### src/hdl/dcache_geom_pkg.sv
`default_nettype none

package dcache_geom_pkg;

  // cache shape
  localparam int NUM_WAYS       = 6;
  localparam int NUM_SETS       = 8;
  localparam int WORDS_PER_LINE = 8;

  // datapath widths
  localparam int ADDR_W = 32;
  localparam int WORD_W = 32;
  localparam int STRB_W = WORD_W / 8;           // one strobe per byte
  localparam int LINE_W = WORD_W * WORDS_PER_LINE;

  // address split: | tag | index | word | byte |
  localparam int BYTE_W   = $clog2(STRB_W);     // byte within a word
  localparam int WSEL_W   = $clog2(WORDS_PER_LINE);
  localparam int OFFSET_W = WSEL_W + BYTE_W;    // byte within a line
  localparam int INDEX_W  = $clog2(NUM_SETS);
  localparam int TAG_W    = ADDR_W - INDEX_W - OFFSET_W;
  localparam int WAY_W    = $clog2(NUM_WAYS);

  typedef logic [ADDR_W-1:0]   addr_t;          // byte address
  typedef logic [WORD_W-1:0]   word_t;          // cpu / memory beat
  typedef logic [STRB_W-1:0]   strb_t;          // byte enables
  typedef logic [TAG_W-1:0]    tag_t;           // upper 24 address bits
  typedef logic [INDEX_W-1:0]  index_t;         // set number
  typedef logic [WSEL_W-1:0]   word_sel_t;      // word inside a line
  typedef logic [LINE_W-1:0]   line_t;          // word 0 sits in the low bits
  typedef logic [NUM_WAYS-1:0] way_vec_t;       // one bit per way
  typedef logic [WAY_W-1:0]    way_idx_t;       // way number

endpackage

`default_nettype wire
### src/hdl/dcache_way.sv
`default_nettype none

module dcache_way (
  input  logic                       clk,
  input  logic                       rst,
  input  dcache_geom_pkg::index_t    index,
  input  dcache_geom_pkg::tag_t      tag,
  input  dcache_geom_pkg::word_sel_t word_sel,
  input  dcache_geom_pkg::word_t     store_wdata,
  input  dcache_geom_pkg::strb_t     store_wstrb,
  input  logic                       store_en,
  input  logic                       fill_en,
  input  dcache_geom_pkg::word_t     fill_data,
  input  logic                       victim_sel,    // this way is being refilled
  output logic                       hit,
  output logic                       valid,
  output logic                       dirty,
  output dcache_geom_pkg::tag_t      tag_out,
  output dcache_geom_pkg::line_t     line
);

  logic [dcache_geom_pkg::NUM_SETS-1:0] valid_q;
  logic [dcache_geom_pkg::NUM_SETS-1:0] dirty_q;
  dcache_geom_pkg::tag_t  tag_mem  [dcache_geom_pkg::NUM_SETS];
  dcache_geom_pkg::line_t line_mem [dcache_geom_pkg::NUM_SETS];

  dcache_geom_pkg::word_t cur_word;  // word addressed by the cpu
  dcache_geom_pkg::word_t merged;    // cur_word with the store applied

  logic do_fill;
  logic do_store;

  // combinational read of the selected set
  assign valid   = valid_q[index];
  assign dirty   = dirty_q[index];
  assign tag_out = tag_mem[index];
  assign line    = line_mem[index];
  assign hit     = valid && (tag_out == tag);

  assign do_fill  = fill_en && victim_sel;
  assign do_store = store_en && hit;

  // byte merge under strobes
  always_comb begin
    cur_word = line[word_sel*dcache_geom_pkg::WORD_W +: dcache_geom_pkg::WORD_W];
    for (int b = 0; b < dcache_geom_pkg::STRB_W; b++) begin
      merged[b*8 +: 8] = store_wstrb[b] ? store_wdata[b*8 +: 8] : cur_word[b*8 +: 8];
    end
  end

  // status bits
  always_ff @(posedge clk) begin
    if (rst) begin
      valid_q <= '0;
      dirty_q <= '0;
    end else if (do_fill) begin
      valid_q[index] <= 1'b1;
      dirty_q[index] <= 1'b0;   // fresh copy of memory
    end else if (do_store) begin
      dirty_q[index] <= 1'b1;
    end
  end

  // tag and data storage
  always_ff @(posedge clk) begin
    if (do_fill) begin
      // new beat enters at the top, after eight beats word 0 is at the bottom
      line_mem[index] <= {fill_data, line[dcache_geom_pkg::LINE_W-1:dcache_geom_pkg::WORD_W]};
      tag_mem[index]  <= tag;
    end else if (do_store) begin
      line_mem[index][word_sel*dcache_geom_pkg::WORD_W +: dcache_geom_pkg::WORD_W] <= merged;
    end
  end

endmodule

`default_nettype wire

### config.mk
export PLATFORM = sky130hd
export DESIGN_NAME = dcache_way
export DESIGN_NICKNAME = d
export VERILOG_FILES = /design/src/hdl/dcache_geom_pkg.sv /design/src/hdl/dcache_way.sv
export SDC_FILE = /design/constraint.sdc
export NUM_CORES = 2
export LEC_CHECK = 0
export BUFFER_PORTS_ARGS = -buffer_cell sky130_fd_sc_hd__clkbuf_2
export CAP_MARGIN = 20
export CORE_ASPECT_RATIO = 1.4
export CORE_MARGIN = 8
export CORE_UTILIZATION = 30
export DETAILED_ROUTE_END_ITERATION = 8
export SYNTH_ARGS = -nofsm -noshare
export SYNTH_HDL_FRONTEND = slang
export SYNTH_SLANG_ARGS = --single-unit
### constraint.sdc
create_clock -name clk -period 7.5 [get_ports clk]
set_input_delay 1.125 -clock clk [delete_from_list [all_inputs] [get_ports clk]]
set_output_delay 1.125 -clock clk [all_outputs]
set_load 0.01 [all_outputs]
==> Yosys cells after proc, flatten, opt, wreduce, memory -nomap -nowiden <==
Memories as Yosys holds them, arrays and structs flattened.
Index checks and enable logic that the tools add are counted.
{ "word_totals": {"ff_bits": 16, "mem_bits_rw": 2240, "in_bits": 103, "out_inout_bits": 283, "wordCells": 549, "mem_count": 2} }
{ "classes": {"addsub": 1, "order_cmp": 2, "n_eq_ne": 1, "n_shift": 3, "mux": 273, "bitwise": 260, "n_reduce_logical": 5} }
{ "mem_list": {"columns": ["memory", "depth", "width", "read_ports", "rd_ports_with_merged_regs", "wr", "line_no", "source"], "rows": [
  ["line_mem", 8, 256, 1, 0, 1, "dcache_way.sv:25", "dcache_geom_pkg::line_t line_mem [dcache_geom_pkg::NUM_SETS];"],
  ["tag_mem", 8, 24, 1, 0, 1, "dcache_way.sv:24", "dcache_geom_pkg::tag_t tag_mem [dcache_geom_pkg::NUM_SETS];"]
]} }
{ "ops": {"columns": ["cell", "count"], "rows": [
  ["two-way mux 1 bit", 263],
  ["two-way mux 256 bit", 1],
  ["bitwise OR 1 bit", 256],
  ["variable shift 32 x 34 -> 256 bit, first input constant", 1],
  ["variable part select 256 x 9 -> 32 bit", 1],
  ["variable part select 32 x 34 -> 256 bit", 1],
  ["two-way mux 8 bit", 6],
  ["negator 8 -> 34 bit", 1],
  ["equality test 24 bit", 1],
  ["bitwise OR 8 bit", 2],
  ["bitwise AND 8 bit", 1],
  ["NOT 8 bit", 1],
  ["binary-select mux 1 bit (select 3 bit)", 2],
  ["logical AND 1 bit", 4],
  ["< comparator 3 x 4 -> 1 bit, second input constant", 1],
  ["demux 1 bit (select 3 bit)", 1],
  ["greater-or-equal comparator 3 x 1 -> 1 bit, second input constant", 1],
  ["nonzero test 2 bit", 1]
]} }

==> Depth between registers and ports, before layout <==
{ "depth": {"ltp_word": 8, "ltp_mapped": 17, "ltp_nobuf": 9} }

==> Least setup slack after synthesis <==
Ideal clock, no wire load.
{ "synth_path": {"path_type": "input to register", "from": "input port index[0]", "to": "memory line_mem[0][64] (netlist bit), enable pin", "setup_time_ps": 432, "t_arrival_ps": 5704, "t_required_ps": 7068, "setup_slack_ps": 1364, "cell_stages": 12, "cell_sequence": "buf_4 > buf_6 > nand2_1 > o22ai_1 > a211oi_1 > xor2_1 > or4b_1 > or4_1 > or4_1 > clkbuf_1 > buf_2 > a21oi_1"} }
{ "synth_via": {"elab_chain_len": 8, "elab_cells_between_ends": 10} }
{ "synth_rtl": {"columns": ["element", "line_no", "source"], "rows": [
  ["start, declared", "dcache_way.sv:6", "input dcache_geom_pkg::index_t index,"],
  ["memory (8 x 24 bit)", null, null],
  ["net tag_out[10]", "dcache_way.sv:18", "output dcache_geom_pkg::tag_t tag_out,"],
  ["equality test 24 bit", "dcache_way.sv:38", "assign hit = valid && (tag_out == tag);"],
  ["logical AND 1 bit", "dcache_way.sv:38", null],
  ["logical AND 1 bit", "dcache_way.sv:41", "assign do_store = store_en && hit;"],
  ["two-way mux 1 bit", "dcache_way.sv:70", "end else if (do_store) begin"],
  ["two-way mux 1 bit", "dcache_way.sv:66", "if (do_fill) begin"],
  ["two-way mux 256 bit (not written as such)", "dcache_way.sv:71", "line_mem[index][word_sel*dcache_geom_pkg::WORD_W +: dcache_geom_pkg::WORD_W] <= merged;"],
  ["bitwise OR 1 bit (no source line)", null, null],
  ["end, declared", "dcache_way.sv:25", null]
]} }
The timed path passes the listed nets, and every way through them passes these cells. The select of a mux whose other input is x is not followed.

==> Worst setup path in the final report <==
{ "layout_path": {"from": "input port index[0]", "to": "output port line[174]"} }
{ "layout_via": {"elab_chain_len": 1} }
{ "layout_rtl": {"columns": ["element", "line_no", "source"], "rows": [
  ["memory (8 x 256 bit)", null, null],
  ["end, declared", "dcache_way.sv:19", "output dcache_geom_pkg::line_t line"]
]} }
No other way between the ends.

==> metrics.cfg <==
[outcome]
status = complete, no violations

[grt]
grt_pass1_wl_um = 524200
antenna_found_initial = 61
gr-usage-all-layers_pct = 23.44
grt_pass1_vias = 56890
overflow = 0
grt_max_degree = 115

[power]
power_leakage_uw = 0.03611
pwr-share-seq_pct = 50.7
internal_power_uw = 20870
powerDensity_nw_per_um2 = 259.5
p_comb_share_pct = 11.3
clkPwrFrac_pct = 38.0
ir_worst_vdd_uv = 185.9
netSwitchingFraction_pct = 25.53
p_switching_uw = 7154

[die]
start_util_pct = 30.09
std_cell_rows = 240
die_y_um = 670.2
io_pins = 386
die_width_um = 483.3
coreArea_um2 = 304800
dieArea_um2 = 323900

[route]
wl_per_cell_um = 38.99
dr.pass1.iters = 8
drc_errors = 0
finalWirelength_um = 399400
dr_total_vias = 59630
drt_iter0_markers = 8374
vias_per_cell = 5.821
antenna_left = 0

[clock_tree]
root_buffer = clkbuf_16
clock_path_buffers = 4
insertion_delay_ns = 0.89
ctsResizeCount = 0
postCtsHoldBufs = 0
htree_levels = 4
post_cts_buffers = 0
clkTransAtPathRegs_ns = 0.07
cts_buffers = 208
clock-sinks = 2256
cts_tree = yes

[synthesis]
async_flop_share_pct = 0
syn_nets = 5554
synth-seq-cells = 2256
avgSynthCellArea_um2 = 16.84
synth_cell_type_count = 81
syn_inst = 5446
synth_area_um2 = 91710
synth_ff_type = edfxtp_1
synth_edf_count = 2240
ys_warn_count = 0
ys_seq_area_share_pct = 73.69

[timing]
rsz0062_at_grt = false
tightest_slew_ns = 1.443
setup_violations = 0
min_period_over_period_pct = 85.45
relSlewSlack_pct = 3.772
finalMaxSlewViolations = 0
finalCriticalPeriod_ns = 6.409
hold_viol = 0
fmax_mhz = 156.0
skew_ns = 0.06569
final.setup.tns_ns = 0

[final_layout]
syn_to_final_growth_pct = 17.76
fillers = 28540
layout_common_cells = edfxtp_1, mux2i_1, clkbuf_2, buf_4, mux2_2
multiInputGateArea_um2 = 22270
final_util_pct = 35.43
fin_nets = 6172
final_common_cell = edfxtp_1
register_area_um2 = 67580
stdcell_area_um2 = 108000
layout-drive-gt1-share_pct = 26.03

[placed_design]
gp_congestion = 0.9630
dp_hpwl_um = 271900
dpl_cell_area_um2 = 101300
numPortBuffers = 385

[worst_setup_path]
endpoint_kind = primary output
path_class = in -> out
worstPathRequired_ns = 6.38
worstPathArrival_ns = 5.28
worstPathMaxFanout = 91
cp_slowest_stage_delay_ns = 0.92
slowest_stage = a22oi_1
startpoint_type = primary input
crit_chain = buf_8 > buf_4 > buf_12 > mux2_2 > a221o_1 > a22oi_1 > inv_1 > clkbuf_2

[worst_hold_path]
hold_path.class = reg -> reg

[job]
drv_cap = 0

## final timing paths
| path | start | to | slack, ns | cells after the start |
|---|---|---|---|---|
| hold reg to reg | register | register | 0.46 | 2 |
| hold / removal | register | register | 0.46 | 2 |
| setup reg to reg | tag_mem[7][15]$_DFFE_PP_ | line_mem[3][255]$_DFFE_PP_ | 2.20 | 11 |
| setup / recovery | index[0] | line[174] | 1.09 | 8 |
## synthesized netlist by cell type (all sizes together), types with 35 or more instances
master / instances / area, um^2
o21ai: 126 / 634.4
clkbuf: 163 / 611.8
nand3: 35 / 175.2
a21oi: 73 / 365.4
and2: 41 / 256.5
a221o: 81 / 810.8
o22ai: 73 / 456.7
nand2: 227 / 852.1
a22oi: 249 / 1869
buf: 221 / 1225
a22o: 94 / 823.3
a221oi: 194 / 1699
mux2: 343 / 3877
nor2: 132 / 495.5
mux2i: 418 / 4197
mux4: 48 / 1081
o2bb2ai: 72 / 630.6
inv: 173 / 649.4
edfxtp: 2240 / 67260
o21a: 50 / 375.4
## critical path: cells and delay by family
family	cells	cell delay, ns
AOI/OAI and AO/OA	2	1.28
buffers and inverters	5	2.24
muxes	1	0.41
## state kept, by name, summed over array words and instances, names as in the netlist, named ones only
| register | flops |
|---|---|
| line_mem | 2048 |
| tag_mem | 192 |
| valid_q | 8 |
## per-layer routing
metal	global-route usage [%]	up-vias	share of wire (%)
met5	0	-	0.055
met4	18.98	34	10
met3	7.007	1166	11
met2	36.33	4315	45
met1	26.87	30830	34
li1	-	23280	-
## stage by stage
step | hold WS, ns | setup WS (ns) | std cells | total power (uW)
after floorplan | 0.4255 | 1.364 | 5446 | 15710
after global placement | 0.4352 | 0.8428 | 9838 | 17550
after detailed placement | 0.4478 | 0.9218 | 9844 | 17590
after CTS | 0.4629 | 1.289 | 10220 | 27990
after global routing | 0.4865 | 1.244 | 10220 | 28490
final | 0.4637 | 1.091 | 10240 | 28030
## area by class of cell
class / instances / share of cell area [%]
flip-flops and latches: 2256 / 62.58
multi-input cells: 2629 / 20.62
repair buffers: 792 / 5.412
clock buffers: 250 / 5.005
well taps: 3993 / 4.626
clock inverters: 123 / 1.073
inverters: 177 / 0.6291
diodes: 23 / 0.05329
## power groups by stage
stage | Sequential (uW) | Clock (uW) | Combinational [uW]
finish | 14200 | 10600 | 3170
global route | 14200 | 11100 | 3200
CTS | 14200 | 10700 | 3110
detailed placement | 14500 | 0 | 3100
global placement | 14500 | 0 | 3060
floorplan | 14500 | 0 | 1230
## logic make-up (layout without fill, tap and decap cells)
logic type	after synthesis	in the layout	synth area share [%]
adder cells (fa/ha/maj)	5	5	0.06822
other	0	23	0
AO/OA/AOI/OAI	1200	1200	10.13
multiplexers	809	809	9.983
buffers and inverters	561	1342	2.727
AND/OR/NAND/NOR	591	591	3.167
flip-flops	2256	2256	73.69
XOR/XNOR	24	24	0.2292
No activity file was read; power rests on OpenSTA's default activity.
