**config.mk**
```make
export PLATFORM = sky130hd
export DESIGN_NAME = dcache_ctrl
export DESIGN_NICKNAME = d
export VERILOG_FILES = /design/src/hdl/dcache_ctrl_pkg.sv /design/src/hdl/dcache_geom_pkg.sv /design/src/hdl/dcache_ctrl.sv
export SDC_FILE = /design/constraint.sdc
export NUM_CORES = 1
export LEC_CHECK = 0
export ABC_CLOCK_PERIOD_IN_PS = 9550
export BUFFER_PORTS_ARGS = -buffer_cell sky130_fd_sc_hd__buf_2
export CORE_AREA = 2 2 259 261
export CTS_CLUSTER_DIAMETER = 50
export DETAILED_ROUTE_END_ITERATION = 8
export DIE_AREA = 0 0 261 263
export PLACE_DENSITY = 0.48
export SYNTH_ARGS = -nofsm -noshare
export SYNTH_HDL_FRONTEND = slang
export SYNTH_SLANG_ARGS = --single-unit
```
**constraint.sdc**
```tcl
create_clock -name clk -period 9.55 [get_ports clk]
set_clock_uncertainty 0.15 [all_clocks]
set_input_delay 1.91 -clock clk [delete_from_list [all_inputs] [get_ports clk]]
set_output_delay 1.91 -clock clk [all_outputs]
set_load 0.01 [all_outputs]
```
**src/hdl/dcache_ctrl_pkg.sv**
```systemverilog
`default_nettype none

package dcache_ctrl_pkg;

  // controller states, miss path runs evict_check .. fill_data
  typedef enum logic [3:0] {
    idle,         // wait for a cpu request
    evict_check,  // victim latched, decide on write-back
    wb_req,       // write-back address phase
    wb_data,      // write-back beats
    fill_req,     // refill address phase
    fill_data,    // refill beats
    write_hit,    // merge store, accept request
    read_hit,     // capture word, accept request
    respond       // hold read data until cpu takes it
  } ctrl_state_t;

  typedef logic [3:0] beat_cnt_t;

  localparam beat_cnt_t BURST_BEATS = 4'd8;              // beats per line burst
  localparam beat_cnt_t LAST_BEAT   = BURST_BEATS - 4'd1;

endpackage

`default_nettype wire

```
**src/hdl/dcache_geom_pkg.sv**
```systemverilog
`default_nettype none

package dcache_geom_pkg;

  // cache shape
  localparam int NUM_WAYS       = 6;
  localparam int NUM_SETS       = 8;
  localparam int WORDS_PER_LINE = 8;

  // datapath widths
  localparam int ADDR_W = 32;
  localparam int WORD_W = 32;
  localparam int STRB_W = WORD_W / 8;           // one strobe per byte
  localparam int LINE_W = WORD_W * WORDS_PER_LINE;

  // address split: | tag | index | word | byte |
  localparam int BYTE_W   = $clog2(STRB_W);     // byte within a word
  localparam int WSEL_W   = $clog2(WORDS_PER_LINE);
  localparam int OFFSET_W = WSEL_W + BYTE_W;    // byte within a line
  localparam int INDEX_W  = $clog2(NUM_SETS);
  localparam int TAG_W    = ADDR_W - INDEX_W - OFFSET_W;
  localparam int WAY_W    = $clog2(NUM_WAYS);

  typedef logic [ADDR_W-1:0]   addr_t;          // byte address
  typedef logic [WORD_W-1:0]   word_t;          // cpu / memory beat
  typedef logic [STRB_W-1:0]   strb_t;          // byte enables
  typedef logic [TAG_W-1:0]    tag_t;           // upper 24 address bits
  typedef logic [INDEX_W-1:0]  index_t;         // set number
  typedef logic [WSEL_W-1:0]   word_sel_t;      // word inside a line
  typedef logic [LINE_W-1:0]   line_t;          // word 0 sits in the low bits
  typedef logic [NUM_WAYS-1:0] way_vec_t;       // one bit per way
  typedef logic [WAY_W-1:0]    way_idx_t;       // way number

endpackage

`default_nettype wire
```
**src/hdl/dcache_ctrl.sv**
```systemverilog
`default_nettype none

module dcache_ctrl (
  input  logic                       clk,
  input  logic                       rst,
  // cpu request / response
  input  logic                       req_valid,
  input  logic                       req_write,
  input  dcache_geom_pkg::addr_t     req_addr,
  input  dcache_geom_pkg::word_t     req_wdata,
  input  dcache_geom_pkg::strb_t     req_wstrb,
  output logic                       req_ready,
  output logic                       rsp_valid,
  output dcache_geom_pkg::word_t     rsp_data,
  input  logic                       rsp_ready,
  // memory read side
  output logic                       rd_req_valid,
  output dcache_geom_pkg::addr_t     rd_req_addr,
  input  logic                       rd_req_ready,
  input  logic                       rd_rsp_valid,
  input  dcache_geom_pkg::word_t     rd_rsp_data,
  input  logic                       rd_rsp_last,
  output logic                       rd_rsp_ready,
  // memory write side
  output logic                       wr_req_valid,
  output dcache_geom_pkg::addr_t     wr_req_addr,
  input  logic                       wr_req_ready,
  output logic                       wr_data_valid,
  output dcache_geom_pkg::word_t     wr_data,
  output logic                       wr_data_last,
  input  logic                       wr_data_ready,
  // common way controls
  output dcache_geom_pkg::index_t    index,
  output dcache_geom_pkg::tag_t      tag,
  output dcache_geom_pkg::word_sel_t word_sel,
  output dcache_geom_pkg::word_t     store_wdata,
  output dcache_geom_pkg::strb_t     store_wstrb,
  output logic                       store_en,
  output logic                       fill_en,
  output dcache_geom_pkg::word_t     fill_data,
  // way selector
  input  logic                       any_hit,
  input  dcache_geom_pkg::word_t     read_word,
  input  logic                       victim_dirty,
  input  dcache_geom_pkg::tag_t      victim_tag,
  input  dcache_geom_pkg::line_t     victim_line,
  output logic                       miss_start
);

  dcache_ctrl_pkg::ctrl_state_t state;
  dcache_ctrl_pkg::ctrl_state_t state_next;
  dcache_ctrl_pkg::beat_cnt_t   beat_cnt;     // write-back beats sent so far
  dcache_geom_pkg::line_t       wb_shift;     // victim line, word 0 goes out first

  logic wr_req_fire;
  logic wr_beat_fire;
  logic rd_last_fire;

  // cpu holds the request until req_ready, so decode straight from the port
  assign tag      = req_addr[dcache_geom_pkg::ADDR_W-1 -: dcache_geom_pkg::TAG_W];
  assign index    = req_addr[dcache_geom_pkg::OFFSET_W +: dcache_geom_pkg::INDEX_W];
  assign word_sel = req_addr[dcache_geom_pkg::BYTE_W +: dcache_geom_pkg::WSEL_W];

  assign wr_req_fire  = (state == dcache_ctrl_pkg::wb_req) && wr_req_ready;
  assign wr_beat_fire = (state == dcache_ctrl_pkg::wb_data) && wr_data_ready;
  assign rd_last_fire = (state == dcache_ctrl_pkg::fill_data) && rd_rsp_valid && rd_rsp_last;

  // next state
  always_comb begin
    state_next = state;
    case (state)
      dcache_ctrl_pkg::idle: begin
        if (req_valid) begin
          if (any_hit) begin
            state_next = req_write ? dcache_ctrl_pkg::write_hit : dcache_ctrl_pkg::read_hit;
          end else begin
            state_next = dcache_ctrl_pkg::evict_check;
          end
        end
      end
      dcache_ctrl_pkg::evict_check: begin
        // clean victims skip straight to the refill
        state_next = victim_dirty ? dcache_ctrl_pkg::wb_req : dcache_ctrl_pkg::fill_req;
      end
      dcache_ctrl_pkg::wb_req: begin
        if (wr_req_ready) state_next = dcache_ctrl_pkg::wb_data;
      end
      dcache_ctrl_pkg::wb_data: begin
        if (wr_beat_fire && wr_data_last) state_next = dcache_ctrl_pkg::fill_req;
      end
      dcache_ctrl_pkg::fill_req: begin
        if (rd_req_ready) state_next = dcache_ctrl_pkg::fill_data;
      end
      dcache_ctrl_pkg::fill_data: begin
        // line now present, finish as a hit
        if (rd_last_fire) begin
          state_next = req_write ? dcache_ctrl_pkg::write_hit : dcache_ctrl_pkg::read_hit;
        end
      end
      dcache_ctrl_pkg::write_hit: state_next = dcache_ctrl_pkg::idle;
      dcache_ctrl_pkg::read_hit:  state_next = dcache_ctrl_pkg::respond;
      dcache_ctrl_pkg::respond: begin
        if (rsp_ready) state_next = dcache_ctrl_pkg::idle;
      end
      default: state_next = dcache_ctrl_pkg::idle;
    endcase
  end

  always_ff @(posedge clk) begin
    if (rst) begin
      state <= dcache_ctrl_pkg::idle;
    end else begin
      state <= state_next;
    end
  end

  // write-back beat counter, drives last
  always_ff @(posedge clk) begin
    if (rst) begin
      beat_cnt <= '0;
    end else if (wr_req_fire) begin
      beat_cnt <= '0;
    end else if (wr_beat_fire) begin
      beat_cnt <= beat_cnt + 4'd1;
    end
  end

  // victim shifter, loaded on address accept
  always_ff @(posedge clk) begin
    if (wr_req_fire) begin
      wb_shift <= victim_line;
    end else if (wr_beat_fire) begin
      wb_shift <= {dcache_geom_pkg::word_t'(0),
                   wb_shift[dcache_geom_pkg::LINE_W-1:dcache_geom_pkg::WORD_W]};
    end
  end

  // read data captured in the hit cycle, held through respond
  always_ff @(posedge clk) begin
    if (state == dcache_ctrl_pkg::read_hit) rsp_data <= read_word;
  end

  // cpu side
  assign req_ready = (state == dcache_ctrl_pkg::write_hit) ||
                     (state == dcache_ctrl_pkg::read_hit);
  assign rsp_valid = (state == dcache_ctrl_pkg::respond);

  // memory read side, line aligned
  assign rd_req_valid = (state == dcache_ctrl_pkg::fill_req);
  assign rd_req_addr  = {tag, index, {dcache_geom_pkg::OFFSET_W{1'b0}}};
  assign rd_rsp_ready = (state == dcache_ctrl_pkg::fill_data);

  // memory write side
  assign wr_req_valid  = (state == dcache_ctrl_pkg::wb_req);
  assign wr_req_addr   = {victim_tag, index, {dcache_geom_pkg::OFFSET_W{1'b0}}};
  assign wr_data_valid = (state == dcache_ctrl_pkg::wb_data);
  assign wr_data       = wb_shift[dcache_geom_pkg::WORD_W-1:0];
  assign wr_data_last  = wr_data_valid && (beat_cnt == dcache_ctrl_pkg::LAST_BEAT);

  // way controls
  assign store_wdata = req_wdata;
  assign store_wstrb = req_wstrb;
  assign store_en    = (state == dcache_ctrl_pkg::write_hit);
  assign fill_en     = (state == dcache_ctrl_pkg::fill_data) && rd_rsp_valid;
  assign fill_data   = rd_rsp_data;
  assign miss_start  = (state == dcache_ctrl_pkg::idle) && req_valid && !any_hit; // latch victim

endmodule

`default_nettype wire

```
**Word-level counts from Yosys, hierarchy flattened**

Index checks and enable logic that the tools add are counted.

- Register bits: 296
- Word-level logic and storage cells: 46

- Equal/unequal tests: 15
- Add/sub/neg operators: 1
- Muxes and demuxes: 12
- Reductions and logical operators: 14

Operator list:

| operator | count |
|---|---|
| $mux W256 | 2 |
| $pmux W4 S8 | 1 |
| $mux W4 | 6 |
| $eq A4 B3 Y1 const B | 5 |
| $ne A2 B1 Y1 const B | 5 |
| $eq A4 B2 Y1 const B | 2 |
| $logic_and A1 B1 Y1 | 8 |
| $mux W3 | 2 |
| $reduce_and A6 Y1 | 1 |
| $add A4 B1 Y4 const B | 1 |
| $eq A4 B1 Y1 const B | 1 |
| $eq A4 B4 Y1 const B | 1 |
| $logic_not A4 Y1 | 1 |
| $ne A2 B2 Y1 const B | 1 |
| $reduce_bool A2 Y1 | 1 |
| $reduce_or A2 Y1 | 1 |
| $logic_not A1 Y1 | 1 |
| $logic_or A1 B1 Y1 | 1 |
| $mux W1 | 1 |

**Longest topological paths before layout**

Gate-level depths: netlist (run 1).

- Depth after elaboration: 5
- Gate-level depth with buffers: 8
- Depth with buffers taken out: 5

**Least setup slack after synthesis (run 1)**

Ideal clock, no wire load.

- Path kind: input to register
- Start: input port wr_req_ready
- End: register wb_shift[0], enable pin
- Stages on the path: 5
- Data arrival time: 8539 ps
- Path buffers: 3
- Data required time: 8737 ps
- Path slack: 198 ps
- Library setup time: 663 ps
- Cell sequence: and2_1 > buf_6 > buf_6 > buf_6 > nand2b_1

- Word-level cells in the longest chain between the ends: 2

RTL lines:

| element | line | text |
|---|---|---|
| from (decl) | dcache_ctrl.sv:27 | `input logic wr_req_ready,` |
| $logic_and A1 B1 Y1 | dcache_ctrl.sv:64 | `assign wr_req_fire = (state == dcache_ctrl_pkg::wb_req) && wr_req_ready;` |
| $reduce_bool A2 Y1 (no line) | - |  |
| to (signal assigned) | dcache_ctrl.sv:131 | `wb_shift <= victim_line;` |
| to (signal assigned) | dcache_ctrl.sv:133 | `wb_shift <= {dcache_geom_pkg::word_t'(0),` |
| to (decl) | dcache_ctrl.sv:53 | `dcache_geom_pkg::line_t wb_shift;` |

No other way between the ends.
A chain may end at the register's enable or synchronous reset.

**Final worst setup path (run 1)**

- Start: input port any_hit
- End: output port miss_start

- Word-level cells in the longest chain between the ends: 2

RTL lines:

| element | line | text |
|---|---|---|
| from (decl) | dcache_ctrl.sv:42 | `input logic any_hit,` |
| $logic_not A1 Y1 | dcache_ctrl.sv:166 | `assign miss_start = (state == dcache_ctrl_pkg::idle) && req_valid && !any_hit;` |
| $logic_and A1 B1 Y1 | dcache_ctrl.sv:166 |  |
| to (decl) | dcache_ctrl.sv:47 | `output logic miss_start` |

No other way between the ends.

==> run summary, run 1 <==
• result of the run: completed
• achievable frequency: 199 MHz
• storage element area: 8810 µm²
• worst rel slew slack: 31.9%
• starting density of the core: 22.4%
• number of design rule violations left after detail routing: 0
• number of hold violations in the final report: 0
• FILL cells: 6753
• Slowest Stage Delay on Critical Path: 0.61 ns
• final worst-path cycle share: 52.5%
• Worst Max-Slew Pin Slew: 1.02 ns
• cells along the critical path: buf_2, or4b_2, nor3_1, buf_2
• placed cell count: 1867
• Syn-to-layout area delta: 17.2%
• TritonCTS buffer count: 45
• post-synthesis mux area share: 22.5%
• iteration count of the initial detailed-routing pass: 4
• post-synthesis adder-cell area fraction: 0.0851%
• highest-count cells in the layout ignoring fill and taps: buf_2, edfxtp_1, mux2_4
• via count of the first global-routing pass: 7655
• CTS tree: built
• setup repair after global routing missed its margin: false
• Top delay family on crit path: simple AND/OR/NAND/NOR gates
• basic-gate share of the synthesized area counting and, or, nand and nor cells: 3.04%
• critical-path maximum fanout: 4
• Final Util: 26.2%
• number of setup violations in the final report: 0
• footprint of the multi-input gates: 3940 µm²
• average wire per cell in the routed design: 18.3 µm
• Final nets: 1475
• average footprint of a synthesized cell: 17.4 µm²
• CP dominant cell by count: buf_2
• Static Leak: 0.00676 µW
• Detailed Route Iter0 Violations: 466
• net switching power figure: 1140 µW
• Hold WC Path Type: reg -> reg
• gr usage total: 9.96%
• total of warnings raised by yosys: 0
• worst skew pair latency: 0.56 ns
• xor and xnor fraction of the mapped netlist area: 0.179%
• number of gates resized after cts: 0
• sequential share of power: 42.8%
• worst IR drop on VDD: 0.171 mV
• number of synthesized register bits: 296
• complex-gate fraction of the synthesized area: 0.707%
• Final Non-Filler Cells: 1949
• antenna viol nets, final: 0
• proportion of synthesized chip area in sequential cells: 59.9%
• fraction of power spent switching nets: 25.9%
• post-route standard cell area excluding fillers: 17200 µm²
• max_cap viols: 0
• critical path arrival: 2.95 ns
• critical path capture point type: output pin
• diodes inserted: 0
• setup total negative slack: 0 ns
• first-pass GRT wire length: 50.2 mm
• worst-case clock buffer depth: 3
• root buffer cell: clkbuf_16
• H-Tree Level Count: 2
• dpl hpwl: 25.9 mm
• clock power share: 36.0%
• post-synthesis cell type count: 40
• Cell Pwr Density: 255 nW/µm²
• dpl cell area: 15800 µm²
• antenna violations before repair: 3
• Worst setup SP type: primary input
• Die Outline Area: 68600 µm²
• largest family of logic cells by synthesized area: multiplexers
• worst path required time: 7.49 ns
• grt ovf: 0
• Core Box Area: 65600 µm²
• Cells after Synth: 845
• Core Rows: 94
• die boundary width: 261 µm
• clock slew at reported path FFs: 0.05 ns
• Setup Fix Bufs, Post-CTS: 0
• most common cell after layout, fill and taps aside: buf_2
• netlist area before placement: 14700 µm²
• Routed WL: 35.7 mm
• detailed-route via count: 7243
• pin count of the biggest net entering global routing: 147
• Post-CTS Hold Buffers: 0
• GP Congestion: 0.794
• # clock sinks: 296
• min Tclk post-route: 5.01 ns
• Crit Path Category: in -> out
• max-slew violation total from the final report: 0
• number of placed I/O pins: 660
• Logic pwr share: 21.2%
• vias per cell: 3.72
• layout cell share with drive strength beyond 1: 62.9%
• vertical die dimension: 263 µm
• buffering stage count on the worst path with inverters included: 2
• slowest library cell on the worst path: or4b_2
• total of buffers placed on input and output ports: 373
• cell-internal power: 3250 µW
-- layer usage --
layer  part of all wire [%]  track usage [%]  up-vias
li1                       -                -     3366
met1                     40             11.5     3375
met2                     44             14.6      430
met3                     13             6.52       66
met4                    2.5             3.36        6
met5                   0.26             1.14        -
-- metrics by stage --
step | total power [µW] | hold WS, ns | setup slack (ns)
after floorplan | 2840 | 0.364 | 0.198
after global placement | 2840 | 0.379 | 4.18
after detailed placement | 2860 | 0.383 | 4.13
after CTS | 4480 | 0.393 | 4.52
after global routing | 4600 | 0.397 | 4.46
final | 4380 | 0.387 | 4.54
-- cells in the mapped netlist, drive strengths merged --
library cell / number / area (µm²)
and3: 33 / 206
edfxtp: 288 / 8650
buf: 222 / 1950
ha: 1 / 12.5
o211a: 1 / 10.0
o21ba: 1 / 10.0
and4bb: 2 / 25.0
nor2: 4 / 15.0
nor2b: 1 / 6.26
or4b: 1 / 10.0
nand4b: 1 / 8.76
a21oi: 2 / 10.0
nor3b: 2 / 15.0
nand3: 3 / 15.0
mux2i: 3 / 30.0
inv: 1 / 6.26
clkbuf: 9 / 33.8
nor4b: 2 / 17.5
a211oi: 2 / 15.0
xor2: 3 / 26.3
a22oi: 1 / 7.51
dfxtp: 8 / 160
conb: 1 / 3.75
o211ai: 1 / 7.51
o21bai: 1 / 7.51
a21boi: 1 / 7.51
mux2: 224 / 3270
nor3: 8 / 40.0
nor4: 1 / 21.3
and2: 3 / 18.8
o21ai: 3 / 15.0
o21a: 1 / 7.51
nand2: 5 / 18.8
nand2b: 3 / 18.8
and4b: 1 / 10.0
a31oi: 1 / 6.26
-- cells by family (layout without fill, tap and decap cells) --
family	Yosys count	count (layout)
and+or+nand+nor	70	70
other	1	10
buffers and inverters	232	463
DFF	296	296
xor gates and xnor gates	3	3
adders and majority gates	1	1
muxes	227	227
AOI/OAI and AO/OA	15	15
-- final cells by class --
cell class	instances	share of cell area, %
Clock buffer	55	7.00
Inverter	1	0.0363
Sequential cell	296	51.1
Timing Repair Buffer	380	11.3
Clock inverter	27	1.37
Multi-Input combinational cell	326	22.9
Tap cell	864	6.28
-- final timing paths --
kind	depth (start not counted)	startpoint	slack (ns)	endpoint
min reg2reg	1	wb_shift[196]	0.39	wb_shift[164]
min	1	wb_shift[196]	0.39	wb_shift[164]
max	4	any_hit	4.54	miss_start
max reg2reg	6	state[1]	5.76	wb_shift[7]
-- state kept, by name, indices dropped and copies added, names as in the netlist --
signal and cells:
rsp_data 32, state 4, wb_shift 256, beat_cnt 4
-- power by group through the flow --
stage | registers, µW | clock network (µW) | logic (µW)
4_1_cts | 1880 | 1640 | 957
3_5_place_dp | 1910 | 0 | 955
2_1_floorplan | 1940 | 0 | 901
3_3_place_gp | 1900 | 0 | 936
6_report | 1880 | 1580 | 930
5_1_grt | 1900 | 1690 | 1020
(Power assumes the default switching activity.)
==> inputs of run 2 (changes only) <==
ABC_CLOCK_PERIOD_IN_PS = 4950   (was 9550)
CORE_AREA = 2 2 260 262   (was 2 2 259 261)
DIE_AREA = 0 0 262 264   (was 0 0 261 263)
PLACE_DENSITY = 0.46   (was 0.48)
clock period = 4.95 ns   (was 9.55 ns; I/O delays follow)
==> run 2 against run 1 <==
Final cell count grew 0.87%. Combinational power grew 99%. Hold slack gained 0.0036 ns.
==> run summary, run 2 (synthesis results as in run 1) <==
• result of the run: completed
• net switching power figure: 2180 µW, +92%
• min Tclk post-route: 3.28 ns
• Worst setup SP type: register
• TritonCTS buffer count: 44, -2.2%
• vias per cell: 3.69, -0.76%
• setup total negative slack: 0 ns, unchanged
• Post-CTS Hold Buffers: 0, unchanged
• H-Tree Level Count: 2, unchanged
• depth of the worst hold-timing path: 1, unchanged
• Top delay family on crit path: buffers and inverters
• worst setup slack for register-to-register paths: 1.79 ns, -3.97 ns
• Final nets: 1485, +0.68%
• Hold WC Path Type: reg -> reg
• Crit path depth: 4, unchanged
• number of gates resized after cts: 0, unchanged
• final worst-path cycle share: 66.3%
• number of design rule violations left after detail routing: 0, unchanged
• Die Outline Area: 69200 µm², +0.76%
• slowest library cell on the worst path: dfxtp_1
• # clock sinks: 296, unchanged
• startpoint of the lowest-slack register-to-register path: state[1]
• dpl hpwl: 25.5 mm, -1.7%
• worst skew pair latency: 0.58 ns, +0.02 ns
• number of hold violations in the final report: 0, unchanged
• Static Leak: 0.00680 µW, +0.73%
• via count of the first global-routing pass: 7573, -1.1%
• Cell Pwr Density: 491 nW/µm², +93%
• CTS tree: built
• cells on worst reg2reg path: 5, -1
• max_cap viols: 0, unchanged
• Routed WL: 34.8 mm, -2.7%
• Core Rows: 95, +1.1%
• worst path required time: 3.81 ns, -3.68 ns
• worst-case clock buffer depth: 3, unchanged
• critical path capture point type: output pin
• fraction of power spent switching nets: 25.6%, -0.33 points
• highest-count cells in the layout ignoring fill and taps: buf_2, edfxtp_1, mux2_4
• Slowest Stage Delay on Critical Path: 0.56 ns, -0.05 ns
• placed cell count: 1887, +1.1%
• average wire per cell in the routed design: 17.7 µm, -3.6%
• number of placed I/O pins: 660, unchanged
• Logic pwr share: 21.7%, +0.5 points
• max reg flops: 256, unchanged
• Setup crit start: state[1]
• critical-path maximum fanout: 33, +29
• grt ovf: 0, unchanged
• Crit Path Category: reg -> out
• sequential share of power: 42.3%, -0.5 points
• gr usage total: 9.64%, -0.32 points
• clock power share: 35.9%, about the same
• Setup Fix Bufs, Post-CTS: 0, unchanged
• worst IR drop on VDD: 0.243 mV, +42%
• critical path arrival: 2.14 ns, -0.81 ns
• buffering stage count on the worst path with inverters included: 3, +1
• most common cell after layout, fill and taps aside: buf_2
• die boundary width: 262 µm, +0.38%
• reg-to-reg endpoint: wb_shift[208]
• setup repair after global routing missed its margin: false
• Syn-to-layout area delta: 18.1%
• max-slew violation total from the final report: 0, unchanged
• top flop regs: wb_shift: 256 flops, rsp_data: 32 flops
• achievable frequency: 304 MHz
• root buffer cell: clkbuf_16
• vertical die dimension: 264 µm, +0.38%
• Detailed Route Iter0 Violations: 395, -15%
• number of setup violations in the final report: 0, unchanged
• Core Box Area: 66600 µm², +1.4%
• iteration count of the initial detailed-routing pass: 4, unchanged
• cells along the critical path: inv_4, nor4_4, buf_4, buf_2
• GP Congestion: 0.745, -6.2%
• antenna viol nets, final: 0, unchanged
• first-pass GRT wire length: 49.1 mm, -2.2%
• total of buffers placed on input and output ports: 373, unchanged
• Worst Max-Slew Pin Slew: 1.04 ns, +0.0175 ns
• Worst setup endpoint: wr_req_valid
• starting density of the core: 22.1%, -0.31 points
• largest register by flop count: wb_shift
• antenna violations before repair: 5, +2
• cell-internal power: 6340 µW, +95%
• worst rel slew slack: 30.7%, -1.2 points
• clock slew at reported path FFs: 0.06 ns, about the same
• pin count of the biggest net entering global routing: 116, -21%
• layout cell share with drive strength beyond 1: 63.2%, +0.35 points
• detailed-route via count: 7251, +0.11%
• Final Non-Filler Cells: 1966, +0.87%
[run 2: routing by layer]
layer	track usage, %	share of wire, %	up-vias
li1	-	-	3376
met1	11.4	40	3445
met2	14.6	45	364
met3	5.29	12	60
met4	3.31	2.6	6
met5	1.28	0.37	-
[run 2: cell type report]
cell class,count,area [µm²]
Clock inverter,27,324
Sequential cell,296,8810
Timing Repair Buffer,391,2060
Clock buffer,49,1120
Antenna cell,3,7.51
Multi-Input combinational cell,326,3940
Tap cell,873,1090
Inverter,1,6.26
Fill cell,6924,49200
[run 2: power by group through the flow]
| stage | registers, µW | clock network [µW] | logic (µW) |
|---|---|---|---|
| after floorplan | 3610 | 0 | 1740 |
| after global placement | 3660 | 0 | 1860 |
| after detailed placement | 3670 | 0 | 1890 |
| after CTS | 3620 | 3170 | 1900 |
| after global routing | 3650 | 3270 | 2020 |
| final | 3600 | 3060 | 1850 |
[run 2: worst min-delay path by stage]
stage	end	slack, ns	start
3_3_place_gp	wb_shift[4]	0.38	wb_shift[36]
2_1_floorplan	beat_cnt[1]	0.36	beat_cnt[1]
6_report	wb_shift[216]	0.39	wb_shift[248]
4_1_cts	rsp_data[22]	0.38	read_word[22]
3_5_place_dp	wb_shift[163]	0.38	wb_shift[195]
5_1_grt	rsp_data[13]	0.38	read_word[13]
[run 2: worst reg2reg max path, cell delays in order (launching register included)]
cell	delay, ns
dfxtp_1	0.56
inv_4	0.10
nor4_4	0.30
and2_4	0.46
nand2b_4	0.80
buf_4	0.45
[run 2: stage by stage]
| step | setup slack [ns] | cell area (µm²) | util [%] | hold slack (ns) | power, µW |
|---|---|---|---|---|---|
| finish | 1.67 | 17400 | 26.1 | 0.390 | 8520 |
| global route | 1.45 | 17400 | 26.1 | 0.383 | 8950 |
| CTS | 1.57 | 17400 | 26.1 | 0.380 | 8680 |
| detailed placement | 1.67 | 15900 | 23.9 | 0.383 | 5560 |
| global placement | 1.72 | 15900 | 23.9 | 0.379 | 5520 |
| floorplan | 1.05 | 14700 | - | 0.364 | 5350 |
==> inputs of run 3 (changes only) <==
ABC_CLOCK_PERIOD_IN_PS = 3300   (was 4950)
clock period = 3.3 ns   (was 4.95 ns; I/O delays follow)
==> run 3 against run 2 <==
Clock power rose by 52%. Die area stayed put. Hold slack lost 0.27 ns. Register-to-register slack worse by 0.99 ns. Utilization rose by 0.23 points. Flip-flop and latch count is the same.
==> run summary, run 3 (synthesis results as in run 1) <==
• result of the run: completed
• Logic pwr share: 22.0%, +0.3 points
• Detailed Route Iter0 Violations: 299, -24%
• starting density of the core: 22.1%, unchanged
• FILL cells: 6900, -0.35%
• max_cap viols: 0, unchanged
• # clock sinks: 296, unchanged
• Static Leak: 0.00687 µW, +1.0%
• vertical die dimension: 264 µm, unchanged
• total of buffers placed on input and output ports: 373, unchanged
• pin count of the biggest net entering global routing: 73, -37%
• top flop regs: wb_shift: 256 flops, rsp_data: 32 flops
• setup total negative slack: 0 ns, unchanged
• worst-case clock buffer depth: 3, unchanged
• root buffer cell: clkbuf_16
• buffering stage count on the worst path with inverters included: 1, -2
• antenna violations before repair: 8, +3
• GP Congestion: 0.768, +3.1%
• Post-CTS Hold Buffers: 0, unchanged
• layout cell share with drive strength beyond 1: 63.9%, +0.72 points
• clock slew at reported path FFs: 0.06 ns, about the same
• max-slew violation total from the final report: 0, unchanged
• reg-to-reg endpoint: wb_shift[7]
• gr usage total: 9.86%, +0.21 points
• Worst setup SP type: register
• CTS tree: built
• cells on worst reg2reg path: 4, -1
• Hold WC Path Type: in -> reg
• net switching power figure: 3270 µW, +50%
• Global Route met3 Usage: 5.54%, +0.25 points
• cells along the critical path: or4b_2, nor3_1, buf_2
• final worst-path cycle share: 83.6%
• min Tclk post-route: 2.76 ns
• number of setup violations in the final report: 0, unchanged
• number of gates resized after cts: 0, unchanged
• critical path capture point type: output pin
• Core Rows: 95, unchanged
• via count of the first global-routing pass: 7891, +4.2%
• H-Tree Level Count: 2, unchanged
• antenna viol nets, final: 0, unchanged
• highest-count cells in the layout ignoring fill and taps: buf_2, edfxtp_1, mux2_4
• met1 usage: 11.7%, +0.26 points
• cell-internal power: 9640 µW, +52%
• hold-critical path endpoint: rsp_data[24]
• number of placed I/O pins: 660, unchanged
• iteration count of the initial detailed-routing pass: 4, unchanged
• storage element area: 8810 µm², about the same
• Cell Pwr Density: 737 nW/µm², +50%
• Slowest Stage Delay on Critical Path: 0.68 ns, +0.12 ns
• setup repair after global routing missed its margin: false
• TritonCTS buffer count: 45, +2.3%
• global-route track usage on met2: 14.9%, +0.29 points
• largest register by flop count: wb_shift
• worst setup slack for register-to-register paths: 0.80 ns, -0.99 ns
• Final Hold Slack: 0.117 ns, -0.273 ns
• vias per cell: 3.73, +1.0%
• worst rel slew slack: 55.5%, +25 points
• depth of the worst hold-timing path: 1, unchanged
• worst skew pair latency: 0.56 ns, -0.02 ns
• worst path required time: 2.49 ns, -1.32 ns
• Crit Path Category: reg -> out
• Syn-to-layout area delta: 19.2%
• Routed WL: 35.2 mm, +1.3%
• Hold Crit Start: read_word[24]
• clock power share: 36.1%, +0.2 points
• layer carrying the most global-route usage: met2
• first-pass GRT wire length: 50.5 mm, +2.7%
• Top delay family on crit path: simple AND/OR/NAND/NOR gates
• fraction of power spent switching nets: 25.3%, -0.26 points
• number of design rule violations left after detail routing: 0, unchanged
• average wire per cell in the routed design: 17.8 µm, +0.83%
• max reg flops: 256, unchanged
• Setup Fix Bufs, Post-CTS: 0, unchanged
• Worst Max-Slew Pin Slew: 0.667 ns, -0.373 ns
• Die Outline Area: 69200 µm², unchanged
• achievable frequency: 362 MHz
• footprint of the multi-input gates: 3940 µm², unchanged
• Crit path depth: 3, -1
• critical-path maximum fanout: 16, -52%
• number of hold violations in the final report: 0, unchanged
• critical path arrival: 1.95 ns, -0.19 ns
• die boundary width: 262 µm, unchanged
• slowest library cell on the worst path: or4b_2
• grt ovf: 0, unchanged
• startpoint of the lowest-slack register-to-register path: state[3]
• detailed-route via count: 7359, +1.5%
• most common cell after layout, fill and taps aside: buf_2
• Final nets: 1491, +0.40%
• dpl hpwl: 26.3 mm, +3.1%
• Core Box Area: 66600 µm², unchanged
• worst IR drop on VDD: 0.288 mV, +19%
• sequential share of power: 41.9%, -0.4 points
==> run 3: cell count changes in the layout (fill, tap and decap cells not counted), sizes merged <==
cell    before  now
clkinv      14   18
clkbuf      49   48
diode        3    4
buf        391  396
==> run 3: through the flow <==
| step | instances | area [µm²] | setup WS, ns | util (%) | power, µW |
|---|---|---|---|---|---|
| after global routing | 1973 | 17500 | 0.439 | 26.3 | 13600 |
| after floorplan | 854 | 14700 | -0.356 | - | 8040 |
| after detailed placement | 1892 | 16000 | 0.764 | 24.1 | 8400 |
| after global placement | 1892 | 16000 | 0.753 | 24.1 | 8340 |
| after CTS | 1971 | 17500 | 0.485 | 26.3 | 13200 |
| final | 1975 | 17500 | 0.541 | 26.3 | 12900 |
==> run 3: layout make-up <==
class,count,share of cell area (%)
Clock buffer,48,6.61
Sequential cell,296,50.3
Inverter,1,0.0500
Multi-Input combinational cell,326,22.5
Timing Repair Buffer,396,12.4
Antenna cell,4,0.0571
Clock inverter,31,1.83
Tap cell,873,6.23
==> run 3: how the worst max path moves through the flow <==
stage	start	end	slack, ns
4_1_cts	state[2]	miss_start	0.48
2_1_floorplan	state[1]	wb_shift[0]	-0.36
6_report	state[2]	miss_start	0.54
3_3_place_gp	state[3]	wb_shift[20]	0.75
3_5_place_dp	state[3]	wb_shift[20]	0.76
5_1_grt	state[3]	wr_req_valid	0.44
==> run 3: routing by layer <==
layer | part of all wire [%] | wire, µm
met5 | 0.53 | 186
met1 | 41 | 14300
met3 | 11 | 3930
met4 | 2.1 | 748
met2 | 46 | 16000
==> run 3: power groups by stage <==
| stage | Sequential (µW) | Combinational, µW | Clock, µW |
|---|---|---|---|
| 2_1_floorplan | 5420 | 2610 | 0 |
| 3_3_place_gp | 5480 | 2860 | 0 |
| 3_5_place_dp | 5500 | 2900 | 0 |
| 4_1_cts | 5420 | 2910 | 4830 |
| 5_1_grt | 5480 | 3090 | 4990 |
| 6_report | 5400 | 2840 | 4660 |
==> run 3: worst register-to-register path: stages (launching register included) <==
cell and delay [ns]:
dfxtp_1 0.45, nor4_4 0.30, and2_4 0.35, buf_12 0.38
mux2_2 0.61
